`src/adpcma_pkg.sv`:
```
// package adpcma_pkg: channel count, sample and step widths, step limit, nibble phase enum
package adpcma_pkg;

    // channel slots, also the decoder pipeline depth
    localparam int num_ch = 6;

    // internal sample width
    // 12-bit audio plus one bit of overflow headroom
    localparam int sigw = 13;

    // step index range 0..step_max
    localparam int step_max = 48;
    localparam int step_w = 6;

    // slot number width, enough for num_ch
    localparam int slot_w = 3;

    // which half of the held byte is played next
    typedef enum logic [0:0] {
        ph_high = 1'b0,
        ph_low  = 1'b1
    } nib_phase_t;

endpackage
```
`src/adpcma_slot_if.sv`:
```
// interface adpcma_slot_if: current slot, code, key state and clear, with seq/dec/mix modports
interface adpcma_slot_if;

    // slot number being served this enable
    logic [adpcma_pkg::slot_w-1:0] slot;
    // 4-bit adpcm code of that slot, bit 3 is the sign
    logic [3:0] code;
    // channel keyed on
    logic chon;
    // zero the channel state on this pass
    logic clr;

    modport seq (output slot, output code, output chon, output clr);
    modport dec (input code, input chon, input clr);
    modport mix (input slot);

endinterface

```
`src/adpcma_top.sv`:
```
// module adpcma_top: sequencer, decoder and mixer behind plain ports
module adpcma_top #(
    parameter int gain_shift = 0
) (
    input  logic               clk,
    input  logic               rst_n,
    input  logic               cen,
    input  logic [5:0]         key_on,
    input  logic               ch_wr,
    input  logic [2:0]         ch_sel,
    input  logic [7:0]         ch_byte,
    output logic [5:0]         need_data,
    output logic signed [15:0] mix_out,
    output logic               sample_valid
);

    // stage I output of the decoder, current slot
    logic signed [15:0] dec_pcm;

    adpcma_slot_if u_slot_if ();

    adpcma_channel_seq u_seq (
        .clk       (clk),
        .rst_n     (rst_n),
        .cen       (cen),
        .key_on    (key_on),
        .ch_wr     (ch_wr),
        .ch_sel    (ch_sel),
        .ch_byte   (ch_byte),
        .need_data (need_data),
        .slot_out  (u_slot_if.seq)
    );

    adpcma_decoder u_dec (
        .clk     (clk),
        .rst_n   (rst_n),
        .cen     (cen),
        .slot_in (u_slot_if.dec),
        .pcm     (dec_pcm)
    );

    adpcma_mixer #(
        .gain_shift (gain_shift)
    ) u_mix (
        .clk          (clk),
        .rst_n        (rst_n),
        .cen          (cen),
        .slot_in      (u_slot_if.mix),
        .pcm          (dec_pcm),
        .mix_out      (mix_out),
        .sample_valid (sample_valid)
    );

endmodule

```
`src/adpcma_mixer.sv`:
```
// module adpcma_mixer: per-round channel sum, attenuation shift, 16-bit saturation, sample strobe
module adpcma_mixer #(
    parameter int gain_shift = 0
) (
    input  logic               clk,
    input  logic               rst_n,
    input  logic               cen,
    adpcma_slot_if.mix         slot_in,
    input  logic signed [15:0] pcm,
    output logic signed [15:0] mix_out,
    output logic               sample_valid
);

    // six 16-bit channels need 19 bits
    localparam int acc_w = 19;
    localparam logic signed [acc_w-1:0] sat_pos = 19'sd32767;
    localparam logic signed [acc_w-1:0] sat_neg = -19'sd32768;

    logic signed [acc_w-1:0] acc;
    logic signed [acc_w-1:0] total;
    logic signed [acc_w-1:0] scaled;
    logic signed [15:0] sat_val;
    logic last_slot;

    assign last_slot = int'(slot_in.slot) == adpcma_pkg::num_ch - 1;
    assign total = acc + {{(acc_w - 16){pcm[15]}}, pcm};
    // attenuation
    assign scaled = total >>> gain_shift;

    always_comb begin
        if (scaled > sat_pos) begin
            sat_val = 16'sh7fff;
        end else if (scaled < sat_neg) begin
            sat_val = 16'sh8000;
        end else begin
            sat_val = scaled[15:0];
        end
    end

    always_ff @(posedge clk or negedge rst_n) begin
        if (!rst_n) begin
            acc <= '0;
            mix_out <= '0;
            sample_valid <= 1'b0;
        end else begin
            // one clock wide, right after the last slot is summed
            sample_valid <= cen & last_slot;
            if (cen) begin
                if (last_slot) begin
                    mix_out <= sat_val;
                    acc <= '0;
                end else begin
                    acc <= total;
                end
            end
        end
    end

endmodule

```
`src/adpcma_channel_seq.sv`:
```
// module adpcma_channel_seq: slot counter, per-channel byte and phase, key-on clear, refill requests
module adpcma_channel_seq (
    input  logic       clk,
    input  logic       rst_n,
    input  logic       cen,
    input  logic [5:0] key_on,
    input  logic       ch_wr,
    input  logic [2:0] ch_sel,
    input  logic [7:0] ch_byte,
    output logic [5:0] need_data,
    adpcma_slot_if.seq slot_out
);

    logic [adpcma_pkg::slot_w-1:0] slot;
    logic [7:0] hold_byte [adpcma_pkg::num_ch];
    adpcma_pkg::nib_phase_t phase [adpcma_pkg::num_ch];
    logic [adpcma_pkg::num_ch-1:0] key_q;
    logic [adpcma_pkg::num_ch-1:0] key_rise;
    logic [adpcma_pkg::num_ch-1:0] clr_pend;
    logic [7:0] cur_byte;

    // key-on edges, sampled on enables
    assign key_rise = key_on & ~key_q;

    // current slot view
    assign cur_byte = hold_byte[slot];
    assign slot_out.slot = slot;
    assign slot_out.code = (phase[slot] == adpcma_pkg::ph_high) ? cur_byte[7:4] : cur_byte[3:0];
    assign slot_out.chon = key_on[slot];
    assign slot_out.clr = clr_pend[slot] | key_rise[slot];

    // slot counter 0..num_ch-1
    always_ff @(posedge clk or negedge rst_n) begin
        if (!rst_n) begin
            slot <= '0;
        end else if (cen) begin
            if (int'(slot) == adpcma_pkg::num_ch - 1) begin
                slot <= '0;
            end else begin
                slot <= slot + 1'b1;
            end
        end
    end

    // edge seen off-slot waits for its slot
    always_ff @(posedge clk or negedge rst_n) begin
        if (!rst_n) begin
            key_q <= '0;
            clr_pend <= '0;
        end else if (cen) begin
            key_q <= key_on;
            for (int i = 0; i < adpcma_pkg::num_ch; i++) begin
                if (int'(slot) == i) begin
                    clr_pend[i] <= 1'b0;
                end else if (key_rise[i]) begin
                    clr_pend[i] <= 1'b1;
                end
            end
        end
    end

    // host write wins over the slot service
    always_ff @(posedge clk or negedge rst_n) begin
        if (!rst_n) begin
            need_data <= '1;
            for (int i = 0; i < adpcma_pkg::num_ch; i++) begin
                hold_byte[i] <= '0;
                phase[i] <= adpcma_pkg::ph_high;
            end
        end else begin
            for (int i = 0; i < adpcma_pkg::num_ch; i++) begin
                if (ch_wr && int'(ch_sel) == i) begin
                    hold_byte[i] <= ch_byte;
                    phase[i] <= adpcma_pkg::ph_high;
                    need_data[i] <= 1'b0;
                end else if (cen && int'(slot) == i && key_on[i]) begin
                    if (phase[i] == adpcma_pkg::ph_low) begin
                        // byte used up, old one repeats unless refilled
                        phase[i] <= adpcma_pkg::ph_high;
                        need_data[i] <= 1'b1;
                    end else begin
                        phase[i] <= adpcma_pkg::ph_low;
                    end
                end
            end
        end
    end

endmodule

```
`src/adpcma_decoder.sv`:
```
// module adpcma_decoder: six-stage time-shared adpcm-a decoder with step adaptation and clamping
module adpcma_decoder (
    input  logic               clk,
    input  logic               rst_n,
    input  logic               cen,
    adpcma_slot_if.dec         slot_in,
    output logic signed [15:0] pcm
);

    typedef logic signed [adpcma_pkg::sigw-1:0] samp_t;
    typedef logic signed [adpcma_pkg::sigw:0] wide_t;
    typedef logic [adpcma_pkg::step_w-1:0] step_t;

    // limits: sign plus 12-bit magnitude
    localparam wide_t max_pos = wide_t'(2 ** (adpcma_pkg::sigw - 1) - 1);
    localparam wide_t max_neg = wide_t'(-(2 ** (adpcma_pkg::sigw - 1)));
    localparam step_t step_top = step_t'(adpcma_pkg::step_max);

    // one channel per stage, x = sample, step = step index
    samp_t x1, x2, x3, x4, x6;
    wide_t x5;
    step_t step1, step2, step3, step4, step5, step6;
    step_t step_next;
    step_t step_1p;
    logic  sign2, sign3;
    logic  chon2, chon3, chon4;
    logic [8:0]  lut_addr2;
    logic [11:0] inc3;
    samp_t inc3_ext;
    samp_t inc4;
    samp_t x1_eff;

    // cleared channel contributes zero straight away
    assign x1_eff = slot_in.clr ? samp_t'(0) : x1;
    assign pcm = 16'(x1_eff) <<< 3;

    // step adaptation from the magnitude bits
    always_comb begin
        step_next = step1;
        if (!slot_in.code[2]) begin
            step_next = (step1 == step_t'(0)) ? step_t'(0) : step1 - step_t'(1);
        end else begin
            case (slot_in.code[1:0])
                2'd0: step_next = step1 + step_t'(2);
                2'd1: step_next = step1 + step_t'(5);
                2'd2: step_next = step1 + step_t'(7);
                default: step_next = step1 + step_t'(9);
            endcase
        end
        // cap at the top of the table
        step_1p = (step_next > step_top) ? step_top : step_next;
    end

    adpcma_step_rom u_step_rom (
        .clk   (clk),
        .rst_n (rst_n),
        .cen   (cen),
        .addr  (lut_addr2),
        .inc   (inc3)
    );

    // rom output is unsigned magnitude
    assign inc3_ext = samp_t'({1'b0, inc3});

    always_ff @(posedge clk or negedge rst_n) begin
        if (!rst_n) begin
            x1 <= '0;
            x2 <= '0;
            x3 <= '0;
            x4 <= '0;
            x5 <= '0;
            x6 <= '0;
            step1 <= '0;
            step2 <= '0;
            step3 <= '0;
            step4 <= '0;
            step5 <= '0;
            step6 <= '0;
            sign2 <= 1'b0;
            sign3 <= 1'b0;
            chon2 <= 1'b0;
            chon3 <= 1'b0;
            chon4 <= 1'b0;
            lut_addr2 <= '0;
            inc4 <= '0;
        end else if (cen) begin
            // I: new step, table address, clear
            sign2 <= slot_in.code[3];
            x2 <= x1_eff;
            step2 <= slot_in.clr ? step_t'(0) : (slot_in.chon ? step_1p : step1);
            // no increment on the clearing pass
            chon2 <= slot_in.chon & ~slot_in.clr;
            lut_addr2 <= {step1, slot_in.code[2:0]};
            // II: table lookup in flight
            sign3 <= sign2;
            x3 <= x2;
            step3 <= step2;
            chon3 <= chon2;
            // III: apply sign
            inc4 <= sign3 ? -inc3_ext : inc3_ext;
            x4 <= x3;
            step4 <= step3;
            chon4 <= chon3;
            // IV: accumulate, one bit wider
            x5 <= chon4 ? wide_t'(x4) + wide_t'(inc4) : wide_t'(x4);
            step5 <= step4;
            // V: clamp
            if (x5 > max_pos) begin
                x6 <= samp_t'(max_pos);
            end else if (x5 < max_neg) begin
                x6 <= samp_t'(max_neg);
            end else begin
                x6 <= samp_t'(x5);
            end
            step6 <= step5;
            // VI: back to stage I
            x1 <= x6;
            step1 <= step6;
        end
    end

endmodule

```
`src/adpcma_step_rom.sv`:
```
// module adpcma_step_rom: registered adpcm-a step increment table, addressed by step and magnitude
module adpcma_step_rom (
    input  logic        clk,
    input  logic        rst_n,
    input  logic        cen,
    input  logic [8:0]  addr,
    output logic [11:0] inc
);

    logic [10:0] step_size;
    logic [14:0] prod;

    // adpcm-a step sizes, index 0..48
    always_comb begin
        case (addr[8:3])
            6'd0:  step_size = 11'd16;
            6'd1:  step_size = 11'd17;
            6'd2:  step_size = 11'd19;
            6'd3:  step_size = 11'd21;
            6'd4:  step_size = 11'd23;
            6'd5:  step_size = 11'd25;
            6'd6:  step_size = 11'd28;
            6'd7:  step_size = 11'd31;
            6'd8:  step_size = 11'd34;
            6'd9:  step_size = 11'd37;
            6'd10: step_size = 11'd41;
            6'd11: step_size = 11'd45;
            6'd12: step_size = 11'd50;
            6'd13: step_size = 11'd55;
            6'd14: step_size = 11'd60;
            6'd15: step_size = 11'd66;
            6'd16: step_size = 11'd73;
            6'd17: step_size = 11'd80;
            6'd18: step_size = 11'd88;
            6'd19: step_size = 11'd97;
            6'd20: step_size = 11'd107;
            6'd21: step_size = 11'd118;
            6'd22: step_size = 11'd130;
            6'd23: step_size = 11'd143;
            6'd24: step_size = 11'd157;
            6'd25: step_size = 11'd173;
            6'd26: step_size = 11'd190;
            6'd27: step_size = 11'd209;
            6'd28: step_size = 11'd230;
            6'd29: step_size = 11'd253;
            6'd30: step_size = 11'd279;
            6'd31: step_size = 11'd307;
            6'd32: step_size = 11'd337;
            6'd33: step_size = 11'd371;
            6'd34: step_size = 11'd408;
            6'd35: step_size = 11'd449;
            6'd36: step_size = 11'd494;
            6'd37: step_size = 11'd544;
            6'd38: step_size = 11'd598;
            6'd39: step_size = 11'd658;
            6'd40: step_size = 11'd724;
            6'd41: step_size = 11'd796;
            6'd42: step_size = 11'd876;
            6'd43: step_size = 11'd963;
            6'd44: step_size = 11'd1060;
            6'd45: step_size = 11'd1166;
            6'd46: step_size = 11'd1282;
            6'd47: step_size = 11'd1411;
            6'd48: step_size = 11'd1552;
            default: step_size = 11'd0;
        endcase
    end

    // increment = (2m+1) * step / 8
    // largest entry 15 * 1552 / 8 = 2910, fits 12 bits
    assign prod = 15'(step_size) * 15'({addr[2:0], 1'b1});

    always_ff @(posedge clk or negedge rst_n) begin
        if (!rst_n) begin
            inc <= '0;
        end else if (cen) begin
            inc <= prod[14:3];
        end
    end

endmodule

```
`config.mk`:
```
export PLATFORM = sky130hd
export DESIGN_NAME = adpcma_top
export DESIGN_NICKNAME = d
export VERILOG_FILES = /design/src/adpcma_pkg.sv /design/src/adpcma_slot_if.sv /design/src/adpcma_top.sv /design/src/adpcma_mixer.sv /design/src/adpcma_channel_seq.sv /design/src/adpcma_decoder.sv /design/src/adpcma_step_rom.sv
export SDC_FILE = /design/constraint.sdc
export NUM_CORES = 1
export LEC_CHECK = 0
export ABC_CLOCK_PERIOD_IN_PS = 10300
export BUFFER_PORTS_ARGS = -buffer_cell sky130_fd_sc_hd__buf_2
export CAP_MARGIN = 20
export CORE_MARGIN = 2
export CORE_UTILIZATION = 35
export CTS_CLUSTER_DIAMETER = 120
export DETAILED_ROUTE_END_ITERATION = 10
export GPL_TIMING_DRIVEN = 0
export SLEW_MARGIN = 20
export SYNTH_ARGS = -nofsm -noshare
export SYNTH_HDL_FRONTEND = slang
export SYNTH_HIERARCHICAL = 1
export SYNTH_SLANG_ARGS = --single-unit
```
`constraint.sdc`:
```
create_clock -name clk -period 10.3 [get_ports clk]
set_input_delay 1.03 -clock clk [delete_from_list [all_inputs] [get_ports clk]]
set_output_delay 1.03 -clock clk [all_outputs]
set_load 0.05 [all_outputs]
```
==> reports/metrics.cfg, run 1 <==
[outcome]
status=finished clean

[synthesis]
synth_compound_area_share_pct=17.0
yosysTopAreaCell=dfrtp_1
syn-cell-area_um2=15600
synth_mux_area_share_pct=14.1
synth_common_cells=259 x dfrtp_1, 159 x mux2_2, 89 x inv_1, 81 x a21oi_1, 77 x nand2_1
synth_cell_types=99
synthAdderAreaFrac_pct=8.22
synth-xor-area-share_pct=2.47
syn_inst=1469
synth_top_area_share_pct=41.6
synth.yosys.seq_area_share_pct=42.6
yosysMostFrequentCell=dfrtp_1
synth-main-ff-cell=dfrtp_1
synth_seq_cells=265
synth_top_family_by_area=compound AO/OA/AOI/OAI gates
synthSimpleGateAreaFrac_pct=10.8
synth-edff-count=0
synth_area_leaders=dfrtp_1 42%, mux2_2 11%, ha_1 5.5%, fa_1 2.7%, a21oi_1 2.6%
async_reset_ff_share_pct=100
yosys_warnings=6
syn_avg_cell_area_um2=10.6

[timing]
maxSlewViolCount=0
finClkSkew_ps=13.0
fin_crit_ps=5270
hold_viol=0
whs_ps=431
final.setup.tns_ps=0
rsz0062_at_grt=false
relSlewSlack_pct=44.8
setup_viol=0
fmax_mhz=190
worst_slew_pin_slew_ps=828
fin_crit_sh_pct=51.1

[finish]
fill_cells=4341
drive_gt1_share_pct=21.0
insertedDiodeCount=0
nets=1658
syn_to_final_growth_pct=12.9

[setup_path]
cp_data_arrival_time_ps=5760
required_ps=10800
path_class=reg2reg
critical_path.top_delay_family=compound AO/OA/AOI/OAI gates
crit_path_start_kind=flip-flop
slowest_delay_ps=530
path_cells=buf_2, inv_1, ha_1, nor2b_1, nor2_1, o22a_1, o21ai_0, o21ai_0, nand2_1, fa_1, inv_1, fa_1, inv_1, fa_1, nor2b_1, o21ai_0, a21boi_0, o21ai_0, a31o_2, nand3_1
cp-startpoint=u_dec/lut_addr2[3]
critPathMaxFanout=9
path_buf_inv=4
r2r_start=u_dec/lut_addr2[3]
worstSetupEndpointType=flip-flop
critPathMostFrequentCell=o21ai_0
reg2reg_setup_slack_ps=5030
slowest_stage=a21boi_0

[clock_tree]
h-tree-depth=1
cts_tree=built
post_cts_resized=0
clock_latency_ps=570
root_buffer=clkbuf_16
cts_buffer_depth=3
cts_setup_buffers=0
clk_pin_slew_ps=60
clock_sinks=265
cts_buffers=30
postCtsHoldBufs=0

[route]
first_pass_iters=5
viasPerCell=5.21
drt_wl_total_um=35200
dr.first_iter.drc_count=684
ant_nets=0
wl_per_cell_um=16.3
remaining_drc_errors=0
vias=11248

[floorplan]
initial_utilization_pct=35.3
die_area_um2=46200
fp.dieH_um=215
io_pins=44
core-area_um2=44100
dieWidth_um=215
row_count=77

[hold_path]
min_path_type=in2async

[grt]
antenna_found_initial=0
grt_pass1_wl_um=59600
grt_usage_pct=15.3
overflow=0
grt_max_degree=97
grt_pass1_vias=11522

[place]
io_buffers=43
dp_hpwl_um=25500
gp_congestion=0.830

[power]
p_leak_uw=0.00792
power_density_nw_per_um2=347
ir_drop_mv=0.164

[flow_run]
cap_violations=0

[cells in the final DEF (no fill, tap or decap), drive strengths merged, types with 18 or more instances in the layout]
cell / synthesis / layout
a211oi: 18 / 18
a21o: 18 / 18
a21oi: 81 / 81
a31oi: 29 / 29
and2: 18 / 18
buf: 37 / 82
clkbuf: 41 / 84
dfrtp: 259 / 259
fa: 21 / 21
ha: 68 / 68
inv: 89 / 91
mux2: 161 / 161
mux2i: 28 / 28
nand2: 77 / 77
nand3: 19 / 19
nor2: 77 / 77
nor2b: 48 / 48
nor3: 20 / 20
o21ai: 79 / 79
o22ai: 36 / 36
xnor2: 20 / 20
xor2: 24 / 24
[worst reg2reg max path: cells and delay by family, from the launching register on]
kind	cells	cell delay, ps
compound gates	7	1950
fa+ha+maj	4	1810
buf+inv	4	480
flops	1	440
simple gates	5	510
[kinds of logic after synthesis]
family | after synthesis
buffers and inverters | 170
flip-flops | 265
adder cells (fa/ha/maj) | 90
other | 1
AO/OA/AOI/OAI | 383
XOR/XNOR | 44
AND/OR/NAND/NOR | 323
multiplexers | 193
[path summary, 6_finish.rpt]
check                                      endpoint  cells after the start
max                        u_dec/u_step_rom/inc[11]                     20
min                                   u_mix/acc[13]                      1
max reg2reg                u_dec/u_step_rom/inc[11]                     20
min reg2reg                             u_dec/chon2                      1
max in group asynchronous       u_seq/hold_byte[47]                      2
min in group clk                        u_dec/chon2                      1
[stage by stage]
step	setup WS, ps	power, uW	utilization (%)	cell area (um^2)	std cells
finish	5030	6100	39.9	17600	2160
global route	4630	6620	39.9	17600	2160
detailed placement	5000	5060	37.7	16600	2108
floorplan	5790	4280	-	15600	1471
global placement	3410	4990	37.5	16500	2106
CTS	5050	6140	39.9	17600	2160
[registers in the layout, summed over array words and instances (netlist names), 12 cells and up]
| name | count |
|---|---|
| u_dec/x5 | 14 |
| u_dec/x3 | 13 |
| u_mix/mix_out | 16 |
| u_dec/x4 | 13 |
| u_seq/hold_byte | 48 |
| u_dec/inc4 | 13 |
| u_dec/x1 | 13 |
| u_dec/x2 | 13 |
| u_mix/acc | 19 |
| u_dec/u_step_rom/inc | 12 |
| u_dec/x6 | 13 |
[power by group]
part / switching [uW] / internal [uW]
logic: 1940 / 1410
registers: 259 / 1440
clock network: 425 / 622
total: 2630 / 3470
[layer usage]
metal	vias up	GRT usage, %	wire length (um)
li1	5475	-	-
met1	5576	21.4	17000
met2	151	25.2	16500
met3	46	1.78	979
met4	0	3.68	714
met5	-	0	0
[final cells by class]
type                            instances  area, um^2  area share (%)
Sequential cell                       265        6640            37.7
Timing Repair Buffer                   45         280            1.59
Inverter                               92         345            1.96
Clock inverter                          9        82.6           0.470
Tap cell                              592         741            4.21
Clock buffer                           43         891            5.07
Buffer                                 78         398            2.26
Multi-Input combinational cell       1036        8210            46.7
(Power assumes the default switching activity.)
==> run 2: changes to the inputs <==
--- a/config.mk
+++ b/config.mk
@@ -5,7 +5,7 @@
 export SDC_FILE = /design/constraint.sdc
 export NUM_CORES = 1
 export LEC_CHECK = 0
-export ABC_CLOCK_PERIOD_IN_PS = 10300
+export ABC_CLOCK_PERIOD_IN_PS = 4300
 export BUFFER_PORTS_ARGS = -buffer_cell sky130_fd_sc_hd__buf_2
 export CAP_MARGIN = 20
 export CORE_MARGIN = 2
==> constraint.sdc (replaced) <==
create_clock -name clk -period 4.3 [get_ports clk]
set_input_delay 0.43 -clock clk [delete_from_list [all_inputs] [get_ports clk]]
set_output_delay 0.43 -clock clk [all_outputs]
set_load 0.05 [all_outputs]
==> run 2 against run 1 <==
Sequential power is 140% higher. Clock power grew to 2.6 times the previous value. Register-to-register slack worse by 4900 ps. Design area is 5.3% higher. Critical path type unchanged. Largest cell class unchanged. Non-clock buffer count is 44 higher. Sequential share of layout area is 1.9 points lower.
==> reports/metrics.cfg, run 2 (synthesis results as in run 1) <==
[place]
gp_congestion=0.817  ; -1.6%
place_inst=2109  ; +0.047%
place_area_um2=16700  ; +0.26%
io_buffers=43  ; unchanged
dp_hpwl_um=25700  ; +0.91%
place_ws_ps=-742  ; -5740 ps

[route]
viasPerCell=5.25  ; +0.76%
vias=11570  ; +2.9%
dr.first_iter.drc_count=789  ; +15%
drt_wl_total_um=36400  ; +3.3%
first_pass_iters=5  ; unchanged
remaining_drc_errors=0  ; unchanged
ant_nets=0  ; unchanged
wl_per_cell_um=16.5  ; +1.2%

[timing]
maxSlewViolCount=0  ; unchanged
fin_ws_ps=116  ; -4920 ps
finClkSkew_ps=18.4  ; +5.40 ps
relSlewSlack_pct=45.5  ; +0.68 points
rsz0062_at_grt=true
final.setup.tns_ps=0  ; unchanged
fmax_mhz=239  ; +26%
worst_slew_pin_slew_ps=818  ; -10.2 ps
fin_crit_sh_pct=97.3  ; +46 points
hold_viol=0  ; unchanged
fin_crit_ps=4180  ; -1080 ps
setup_viol=0  ; unchanged

[finish]
final_common_cell=dfrtp_1
insertedDiodeCount=0  ; unchanged
top_regs=u_seq/hold_byte: 48 flops, u_mix/acc: 19 flops, u_mix/mix_out: 16 flops
layoutNonFillerInstCount=2205  ; +2.1%
nets=1701  ; +2.6%
layout_common_cells=256 x dfrtp_1, 159 x mux2_2, 85 x inv_1, 77 x nand2_1, 74 x a21oi_1
design_area_um2=18500  ; +5.3%
syn_to_final_growth_pct=18.8
final_util_pct=42.0  ; +2.1 points
top_register=u_seq/hold_byte
drive_gt1_share_pct=28.6  ; +7.7 points
largest_reg_flops=48  ; unchanged

[power]
ir_drop_mv=0.382  ; +130%
combPwrFrac_pct=57.6  ; +2.6 points
p_clk_share_pct=17.2  ; about the same
p_leak_uw=0.00827  ; +4.5%
switchingPower_uw=6800  ; +160%
power.internal_uw=9370  ; +170%
seq_power_share_pct=25.2  ; -2.6 points
power_density_nw_per_um2=873  ; +150%
swShare_pct=42.0  ; -1.0 points

[clock_tree]
cts_buffer_depth=3  ; unchanged
root_buffer=clkbuf_16
h-tree-depth=1  ; unchanged
clock_sinks=265  ; unchanged
clock_latency_ps=560  ; about the same
cts_tree=built
clk_pin_slew_ps=60  ; about the same
cts_buffers=29  ; -3.3%

[grt]
grt_pass1_vias=11763  ; +2.1%
overflow=0  ; unchanged
grt_usage_pct=15.7  ; +0.45 points
grt_max_degree=75  ; -23%
grt_pass1_wl_um=61100  ; +2.5%
antenna_found_initial=0  ; unchanged

[setup_path]
path_class=reg2reg
critPathCapture=u_mix/mix_out[1]
reg2regPathDepth=19  ; -5.0%
reg2reg_setup_slack_ps=120  ; -4920 ps
r2r-end=u_mix/mix_out[1]
required_ps=4740  ; -6060 ps
critPathMaxFanout=10  ; +1
cp-startpoint=u_seq/slot_out.slot[0]
r2r_start=u_seq/slot_out.slot[0]
crit_path_start_kind=flip-flop
cp_data_arrival_time_ps=4630  ; -1130 ps
worstSetupEndpointType=flip-flop

[floorplan]
io_pins=44  ; unchanged
initial_utilization_pct=35.3  ; unchanged
dieWidth_um=215  ; unchanged
core-area_um2=44100  ; unchanged
row_count=77  ; unchanged
fp.dieH_um=215  ; unchanged
die_area_um2=46200  ; unchanged

[flow_run]
cap_violations=0  ; unchanged

[hold_path]
min_path_type=in2reg

[outcome]
status=finished clean

run 2: cell types whose count changed in the layout (fill, tap and decap cells not counted), sizes merged:
cell         delta
buf            +43
bufinv          +6
clkbuf          -5
clkinvlp        +2
dlygate4sd3     +1
inv             -2
run 2: repair_timing:
action                                  4_1_cts  5_1_grt
cloned                                        0        1
hold endpoints to repair                     58        0
hold buffers                                  1        0
pin swaps                                    15       37
buffers inserted                             18       23
endpoints found under the setup margin       27       31
gates resized for setup                      57       69
run 2: power by group through the flow:
stage | clock [uW] | sequential [uW] | combinational (uW)
2_1_floorplan | 0 | 4240 | 6040
3_3_place_gp | 0 | 4080 | 7910
3_5_place_dp | 0 | 4120 | 8050
4_1_cts | 2840 | 4080 | 8630
5_1_grt | 2950 | 4200 | 10300
6_report | 2780 | 4070 | 9310
run 2: worst max-delay path, cell delays in order, from the launching register on:
cell and delay [ps]:
dfrtp_2 430, buf_6 150, buf_4 200, a211oi_1 190
nor4_1 80, a211o_2 360, clkbuf_8 190, nor2b_2 140
ha_1 240, buf_2 170, and4_4 210, and4bb_1 200
a32oi_2 260, o211ai_1 190, xor2_1 180, buf_4 170
nor3_4 200, o31ai_4 100, buf_4 200, o22a_1 180
run 2: area by class of cell:
cell class / count / area [um^2]
fill: 4292 / 25600
multi-input combinational: 1036 / 8640
sequential: 265 / 6640
clock buffer: 38 / 810
tap: 592 / 741
timing repair buffer: 89 / 631
buffer: 78 / 442
inverter: 92 / 353
clock inverter: 15 / 256
run 2: routing by layer:
metal / up-vias / wire [um] / global-route usage [%]
li1: 5580 / - / -
met1: 5736 / 17200 / 21.8
met2: 197 / 17000 / 25.9
met3: 57 / 1350 / 2.19
met4: 0 / 736 / 3.95
met5: - / 0 / 0
run 2: worst min path at each step:
stage	from	end	slack, ps	cells after the start
after floorplan	rst_n	u_dec/chon2	130	0
after global placement	u_dec/chon2	u_dec/chon2	460	1
after detailed placement	rst_n	u_mix/acc[13]	400	1
after CTS	key_on[3]	u_seq/key_q[3]	150	3
after global routing	key_on[5]	u_seq/key_q[5]	180	3
final	key_on[3]	u_seq/key_q[3]	180	3
run 2: stage by stage:
step / power, uW / hold WS, ps
2_1_floorplan: 10300 / 134
5_1_grt: 17400 / 179
3_3_place_gp: 12000 / 465
3_5_place_dp: 12200 / 398
4_1_cts: 15500 / 146
6_report: 16200 / 179
